File: src/common/stream_settings.svh
`ifndef STREAM_SETTINGS_SVH
`define STREAM_SETTINGS_SVH

// Width of one stream word, header or data
`define WORD_BITS 32

// RAM words, also the credit upstream starts with
`define BUF_DEPTH 64

// Credits the buffer holds towards downstream after reset
`define OUT_CREDITS 4

`endif

File: src/common/stream_types_pkg.sv
`include "stream_settings.svh"

package stream_types_pkg;

    // Header layout of the first word of a frame
    typedef struct packed {
        logic [7:0]  frame_id;
        logic [7:0]  word_count;   // Data words after the header
        logic [15:0] reserved;
    } header_view_t;

    // One stream word, seen as plain data or as a header
    typedef union packed {
        logic [`WORD_BITS-1:0] data;
        header_view_t          header;
    } stream_word_u;

    // Upstream beat, sent only against a credit
    typedef struct packed {
        logic         valid;
        stream_word_u word;
    } in_beat_t;

    // Downstream beat, 35 bits
    typedef struct packed {
        logic         valid;
        logic         is_header;    // First word of a frame
        logic         last;         // Final word of a frame
        stream_word_u word;
    } out_beat_t;

endpackage

File: src/common/buffer_ctrl_pkg.sv
`include "stream_settings.svh"

package buffer_ctrl_pkg;

    // RAM address
    typedef logic [$clog2(`BUF_DEPTH)-1:0] buf_addr_t;

    // One extra bit so a full buffer fits
    typedef logic [$clog2(`BUF_DEPTH):0] occupancy_t;

    // Downstream credit count
    typedef logic [3:0] credit_t;

    // Read request, one word per asserted cycle
    typedef struct packed {
        logic valid;   // Advances the read address
    } read_req_t;

endpackage

File: src/block_buffer/dual_port_ram.sv
module dual_port_ram #(
    parameter int RAM_WIDTH = 32,
    parameter int RAM_DEPTH = 64
) (
    input  logic                         clk_in,
    input  logic                         rst_in,

    // Port B, write side
    input  logic                         wr_en,
    input  logic [$clog2(RAM_DEPTH)-1:0] wr_addr,
    input  logic [RAM_WIDTH-1:0]         wr_data,

    // Port A, read side
    input  logic [$clog2(RAM_DEPTH)-1:0] rd_addr,
    output logic [RAM_WIDTH-1:0]         rd_data
);

    logic [RAM_WIDTH-1:0] mem [RAM_DEPTH];
    logic [RAM_WIDTH-1:0] ram_q;          // First read stage

    always_ff @(posedge clk_in) begin
        if (wr_en)
            mem[wr_addr] <= wr_data;
    end

    // Read-first, a same-cycle write to rd_addr is not seen here
    always_ff @(posedge clk_in) begin
        ram_q <= mem[rd_addr];
    end

    // Output register, second cycle of latency
    always_ff @(posedge clk_in) begin
        if (rst_in)
            rd_data <= '0;
        else
            rd_data <= ram_q;
    end

endmodule

File: src/block_buffer/bram_blocks_rw.sv
`include "stream_settings.svh"

module bram_blocks_rw
    import stream_types_pkg::*;
    import buffer_ctrl_pkg::*;
(
    input  logic         clk_in,
    input  logic         rst_in,

    input  logic         wr_valid,
    input  stream_word_u wr_word,

    input  read_req_t    read_req,
    output stream_word_u rd_word,
    output logic         rd_valid    // Lines up with rd_word
);

    buf_addr_t wr_addr;
    buf_addr_t rd_addr;
    logic      valid_pipe1;

    // Write address, one step per accepted word
    always_ff @(posedge clk_in) begin
        if (rst_in) begin
            wr_addr <= '0;
        end else if (wr_valid) begin
            if (wr_addr == buf_addr_t'(`BUF_DEPTH - 1))
                wr_addr <= '0;
            else
                wr_addr <= wr_addr + buf_addr_t'(1);
        end
    end

    // Read address follows the same ring
    always_ff @(posedge clk_in) begin
        if (rst_in) begin
            rd_addr <= '0;
        end else if (read_req.valid) begin
            if (rd_addr == buf_addr_t'(`BUF_DEPTH - 1))
                rd_addr <= '0;
            else
                rd_addr <= rd_addr + buf_addr_t'(1);
        end
    end

    // Two stages to match the RAM read latency
    always_ff @(posedge clk_in) begin
        if (rst_in) begin
            valid_pipe1 <= 1'b0;
            rd_valid    <= 1'b0;
        end else begin
            valid_pipe1 <= read_req.valid;
            rd_valid    <= valid_pipe1;
        end
    end

    dual_port_ram #(
        .RAM_WIDTH (`WORD_BITS),
        .RAM_DEPTH (`BUF_DEPTH)
    ) ram_i (
        .clk_in  (clk_in),
        .rst_in  (rst_in),
        .wr_en   (wr_valid),       // Port B, writes only
        .wr_addr (wr_addr),
        .wr_data (wr_word.data),
        .rd_addr (rd_addr),        // Port A, reads only
        .rd_data (rd_word.data)
    );

endmodule

File: src/stream_ctrl.sv
`include "stream_settings.svh"

module stream_ctrl
    import buffer_ctrl_pkg::*;
(
    input  logic      clk_in,
    input  logic      rst_in,

    input  logic      wr_valid,     // Word written this cycle
    input  logic      out_credit,   // Downstream consumed a word

    output read_req_t read_req,
    output logic      in_credit     // Slot freed, credit back upstream
);

    occupancy_t occupancy;      // Words held in RAM
    credit_t    credits;        // Words downstream can still take
    logic       issue;

    // Read whenever there is a word and somewhere to send it
    assign issue = (occupancy != '0) && (credits != '0);

    assign read_req.valid = issue;
    assign in_credit      = issue;  // RAM is read-first, slot reusable at once

    always_ff @(posedge clk_in) begin
        if (rst_in) begin
            occupancy <= '0;
        end else begin
            case ({wr_valid, issue})
                2'b10:   occupancy <= occupancy + occupancy_t'(1);
                2'b01:   occupancy <= occupancy - occupancy_t'(1);
                default: occupancy <= occupancy;   // Both or neither
            endcase
        end
    end

    always_ff @(posedge clk_in) begin
        if (rst_in) begin
            credits <= credit_t'(`OUT_CREDITS);
        end else begin
            case ({out_credit, issue})
                2'b10:   credits <= credits + credit_t'(1);
                2'b01:   credits <= credits - credit_t'(1);
                default: credits <= credits;
            endcase
        end
    end

    // A full buffer only takes a word in a cycle that frees a slot
    assert property (@(posedge clk_in) disable iff (rst_in)
        wr_valid |-> (occupancy != occupancy_t'(`BUF_DEPTH)) || issue)
        else $error("stream_ctrl: write into full buffer");

    // Downstream must not return more credits than it was given
    assert property (@(posedge clk_in) disable iff (rst_in)
        credits <= credit_t'(`OUT_CREDITS))
        else $error("stream_ctrl: downstream credit overflow");

endmodule

File: src/frame_tracker.sv
module frame_tracker
    import stream_types_pkg::*;
(
    input  logic         clk_in,
    input  logic         rst_in,

    input  stream_word_u rd_word,
    input  logic         rd_valid,

    output out_beat_t    out_beat
);

    logic         expect_header;   // Next valid word opens a frame
    logic [7:0]   remaining;       // Data words still to come
    logic         word_last;

    logic         beat_valid;
    logic         beat_header;
    logic         beat_last;
    stream_word_u beat_word;

    // Header with a zero count closes its own frame
    always_comb begin
        if (expect_header)
            word_last = (rd_word.header.word_count == 8'd0);
        else
            word_last = (remaining == 8'd1);
    end

    always_ff @(posedge clk_in) begin
        if (rst_in) begin
            expect_header <= 1'b1;
            remaining     <= '0;
            beat_valid    <= 1'b0;
        end else begin
            beat_valid <= rd_valid;
            if (rd_valid) begin
                expect_header <= word_last;
                if (expect_header)
                    remaining <= rd_word.header.word_count;
                else
                    remaining <= remaining - 8'd1;
            end
        end
    end

    // Tags and payload, qualified by beat_valid
    always_ff @(posedge clk_in) begin
        if (rd_valid) begin
            beat_header <= expect_header;
            beat_last   <= word_last;
            beat_word   <= rd_word;
        end
    end

    assign out_beat = '{valid:     beat_valid,
                        is_header: beat_header,
                        last:      beat_last,
                        word:      beat_word};

    // Header closes the frame only when it announced no data
    assert property (@(posedge clk_in) disable iff (rst_in)
        (out_beat.valid && out_beat.is_header && out_beat.last) |-> (remaining == 8'd0))
        else $error("frame_tracker: header marked last with data pending");

endmodule

File: src/block_stream_top.sv
module block_stream_top
    import stream_types_pkg::*;
    import buffer_ctrl_pkg::*;
(
    input  logic      clk_in,
    input  logic      rst_in,

    input  in_beat_t  in_beat,
    output logic      in_credit,

    output out_beat_t out_beat,
    input  logic      out_credit
);

    read_req_t    read_req;
    stream_word_u rd_word;
    logic         rd_valid;

    // Occupancy and credit bookkeeping
    stream_ctrl ctrl_i (
        .clk_in     (clk_in),
        .rst_in     (rst_in),
        .wr_valid   (in_beat.valid),
        .out_credit (out_credit),
        .read_req   (read_req),
        .in_credit  (in_credit)
    );

    // Ring buffer in block RAM
    bram_blocks_rw buffer_i (
        .clk_in   (clk_in),
        .rst_in   (rst_in),
        .wr_valid (in_beat.valid),
        .wr_word  (in_beat.word),
        .read_req (read_req),
        .rd_word  (rd_word),
        .rd_valid (rd_valid)
    );

    frame_tracker tracker_i (
        .clk_in   (clk_in),
        .rst_in   (rst_in),
        .rd_word  (rd_word),
        .rd_valid (rd_valid),
        .out_beat (out_beat)      // Three cycles after read_req
    );

endmodule

File: config.mk
export PLATFORM = sky130hd
export DESIGN_NAME = block_stream_top
export DESIGN_NICKNAME = d
export VERILOG_FILES = /design/src/common/stream_types_pkg.sv /design/src/common/buffer_ctrl_pkg.sv /design/src/block_buffer/dual_port_ram.sv /design/src/block_buffer/bram_blocks_rw.sv /design/src/stream_ctrl.sv /design/src/frame_tracker.sv /design/src/block_stream_top.sv
export VERILOG_INCLUDE_DIRS = /design/src /design/src/common
export SDC_FILE = /design/constraint.sdc
export NUM_CORES = 2
export LEC_CHECK = 0
export BUFFER_PORTS_ARGS = -buffer_cell sky130_fd_sc_hd__buf_2
export CORE_UTILIZATION = 40
export DETAILED_ROUTE_END_ITERATION = 7
export PLACE_DENSITY = 0.66
export SYNTH_ARGS = -nofsm -noshare
export SYNTH_HDL_FRONTEND = slang
export SYNTH_SLANG_ARGS = --single-unit
File: constraint.sdc
create_clock -name clk_in -period 12.25 [get_ports clk_in]
set_clock_uncertainty 0.05 [all_clocks]
set_input_delay 1.8375 -clock clk_in [delete_from_list [all_inputs] [get_ports clk_in]]
set_output_delay 1.8375 -clock clk_in [all_outputs]
set_load 0.01 [all_outputs]
==> flow_metrics.tcl <==
set metrics [dict create \
    status "finished with violations" \
    violations "max-capacitance violations, max-slew violations" \
    period_share_pct 36.35 \
    clock.fmax_mhz 224.6 \
    cts_num_sinks 2181 \
    stdcell_count 6946 \
    finalCriticalPeriod_ns 4.452 \
    grt_pass1_wl_mm 290.9 \
    drc 0 \
    final_hold_viol_count 0 \
    ys.flop_type "edfxtp_1" \
    clock_latency_ns 0.86 \
    drv_slew 2 \
    r2r_slack_ns 7.80 \
    synth_area_um2 82450 \
    critical_path_class "reg -> reg" \
    fin_setup_tns_ns 0 \
    row_count 166 \
    cp_max_fo 85 \
    synth_simple_gate_area_share_pct 2.366 \
    postRouteAntennaNets 0 \
    avgViaCountPerCell 5.767 \
    hp-start "buffer_i.ram_i.rd_data[28]$_SDFF_PP0_" \
    grt_max_degree 138 \
    rsz0062_at_grt "false" \
    coreArea_um2 204800 \
    cts_setup_buffers 0 \
    grt_pass1_vias 39340 \
    ys_ff_latch 2181 \
    r2r_start "buffer_i.rd_addr[0]$_SDFFE_PP0N_" \
    clockBufferDepth 3 \
    relSlewSlack_pct -2.212 \
    synth-compound-area-share_pct 3.281 \
    yosysSeqAreaShare_pct 78.23 \
    grtUsageTotal_pct 19.48 \
    globalplace.congestion 0.8384 \
    h-tree-depth 4 \
    multi_input_area_um2 17370 \
    powerDensity_nw_per_um2 188.4 \
    boundaryPins 72 \
    seq_area_um2 64520 \
    drive_above_1_share_pct 24.80 \
    async_reset_ff_share_pct 0 \
    critPathRequiredTime_ns 12.90 \
    post-place-cells 6514 \
    synthAdderAreaFrac_pct 0.1760 \
    max-cap-violations 1 \
    pwr-share-seq_pct 48.3 \
    root_buffer "clkbuf_16" \
    synth.distinct_cells 64 \
    finalSetupViolCount 0 \
    area_growth_pct 13.52 \
    cts_resized 0 \
    synth-xor-area-share_pct 0.1381 \
    wl_per_cell_um 29.51 \
    clk_pin_slew_ns 0.07 \
    final_nets 4084 \
    dr.pass1.iters 8 \
    endpoint_kind "flip-flop" \
    vias 40060 \
    synth_top_family_by_area "multiplexers" \
    power_switching_uw 4452 \
    fill_cells 16850 \
    finalWirelength_mm 205.0 \
    synth.area.mux_share_pct 14.42 \
    netSwitchingFraction_pct 25.25 \
    die_height_um 456.0 \
    pwr-share-comb_pct 14.3 \
    internal-power_uw 13180 \
    hold_path.class "reg -> reg" \
    critPathArrivalTime_ns 5.11 \
    startpoint "buffer_i.rd_addr[0]$_SDFFE_PP0N_" \
    drtIter0Drc 5315 \
    antenna_found_initial 21 \
    yosysWarningCount 0 \
    dieWidth_um 456.0 \
    avgSynthCellArea_um2 21.28 \
    cts_buffers 209 \
    start_util_pct 40.26 \
    place_hpwl_mm 116.1 \
    port_buffers 71 \
    p_leak_uw 0.02856 \
    die_area_um2 208000 \
    peakVddDrop_mv 0.1829 \
    start_kind "flip-flop" \
    netlist_instances 3874 \
    ctsHoldBuffers 0 \
    clkPwrFrac_pct 37.4 \
    cts_tree "yes" \
    worst_pin_slew_ns 1.524 \
    synth_fp_nets 3921 \
    overflow 0 \
    synth_edf_count 2082 \
]
==> cell usage in the layout, fill, tap and decap left out, types with 9 or more instances in the layout <==
cell,instances
inv_1,12
a21oi_1,94
xor2_1,9
nor2_4,62
a221oi_1,47
mux4_2,438
o21ai_0,36
buf_4,99
a22oi_1,108
clkbuf_16,210
clkinv_1,33
dfxtp_1,93
and4b_1,13
o21ai_1,9
clkbuf_1,40
nor2b_1,43
buf_2,71
mux2i_1,188
mux2_2,11
bufinv_16,22
clkinvlp_4,10
ha_1,10
edfxtp_1,2082
nand2_1,92
clkinv_2,42
or3_1,18
diode_2,36
and3_1,21
clkbuf_8,17
o22ai_1,42
nor2_1,65
a31oi_1,13
nand3_1,25
==> state kept, by name (all words and copies together), names as in the netlist <==
| signal | flops |
|---|---|
| tracker_i.beat_last | 1 |
| buffer_i.ram_i.rd_data | 32 |
| tracker_i.remaining | 8 |
| buffer_i.rd_addr | 6 |
| tracker_i.beat_valid | 1 |
| buffer_i.ram_i.ram_q | 32 |
| tracker_i.beat_header | 1 |
| ctrl_i.credits | 4 |
| buffer_i.ram_i.mem | 2048 |
| buffer_i.rd_valid | 1 |
| buffer_i.wr_addr | 6 |
| tracker_i.beat_word | 32 |
| buffer_i.valid_pipe1 | 1 |
| tracker_i.expect_header | 1 |
| ctrl_i.occupancy | 7 |
==> metrics by stage <==
stage	total power [uW]	hold WS [ns]	util [%]	cell area [um^2]	setup WS, ns
final	17630	0.3557	45.70	93600	7.798
after global routing	18140	0.3601	45.70	93590	7.486
after CTS	17740	0.3542	45.66	93510	7.758
after detailed placement	11230	0.3404	42.23	86480	7.078
after global placement	11200	0.3389	42.21	86440	6.653
after floorplan	10330	0.3355	-	82450	5.970
==> kinds of logic after synthesis <==
family	after synthesis
flip-flops	2181
multiplexers	639
buffers and inverters	235
adder cells (fa/ha/maj)	11
XOR/XNOR	13
AO/OA/AOI/OAI	400
AND/OR/NAND/NOR	395
==> path summary, 6_finish.rpt <==
| path | to | cells past startpoint |
|---|---|---|
| max | buffer_i.ram_i.ram_q[19]$_DFF_P_ | 8 |
| max reg2reg | buffer_i.ram_i.ram_q[19]$_DFF_P_ | 8 |
| min | tracker_i.beat_word[28]$_DFFE_PP_ | 0 |
| min reg2reg | tracker_i.beat_word[28]$_DFFE_PP_ | 0 |
==> worst max-delay path, cell delays in order, from the launching register on <==
cell	delay, ns
dfxtp_4	0.72
buf_4	0.55
buf_12	0.56
buf_4	0.67
mux4_2	0.59
a22oi_1	0.46
a21oi_1	0.12
nor2_1	0.24
nand3_1	0.11
==> routing by layer <==
layer  vias to the layer above  share of wire (%)  GRT usage (%)
met5                         -              0.034              0
met3                       300                8.5          3.837
li1                      16560                  -              -
met4                        12                3.7          7.183
met2                      1794                 47          30.74
met1                     21390                 40          26.89
==> Yosys cell counts (17+ instances only) <==
| library cell | number | area, um^2 |
|---|---|---|
| mux2i_1 | 188 | 1882 |
| nor2b_1 | 49 | 306.5 |
| or3_1 | 18 | 112.6 |
| o22ai_1 | 42 | 262.8 |
| nor2_1 | 129 | 484.2 |
| nand2_1 | 92 | 345.3 |
| a22oi_1 | 108 | 810.8 |
| nand3_1 | 25 | 125.1 |
| a21oi_1 | 94 | 470.5 |
| o21ai_0 | 36 | 180.2 |
| buf_1 | 17 | 63.81 |
| and3_1 | 21 | 131.4 |
| a221oi_1 | 47 | 411.6 |
| buf_2 | 68 | 340.3 |
| dfxtp_1 | 99 | 1982 |
| clkbuf_1 | 97 | 364.1 |
| edfxtp_1 | 2082 | 62520 |
| buf_4 | 31 | 232.7 |
| mux4_2 | 438 | 9864 |
==> final cells by class <==
| type | count | share of cell area, % |
|---|---|---|
| flip-flops and latches | 2181 | 68.93 |
| clock inverters | 129 | 1.485 |
| clock buffers | 267 | 6.025 |
| multi-input cells | 1458 | 18.56 |
| diodes | 36 | 0.09625 |
| inverters | 13 | 0.05213 |
| repair buffers | 174 | 1.259 |
| well taps | 2688 | 3.593 |
==> power groups by stage <==
stage               sequential, uW  clock (uW)  combinational [uW]
floorplan                     8530           0                1790
global placement              8680           0                2530
detailed placement            8680           0                2550
CTS                           8520        6660                2560
global route                  8530        6920                2690
finish                        8520        6590                2530
(Power assumes the default switching activity.)
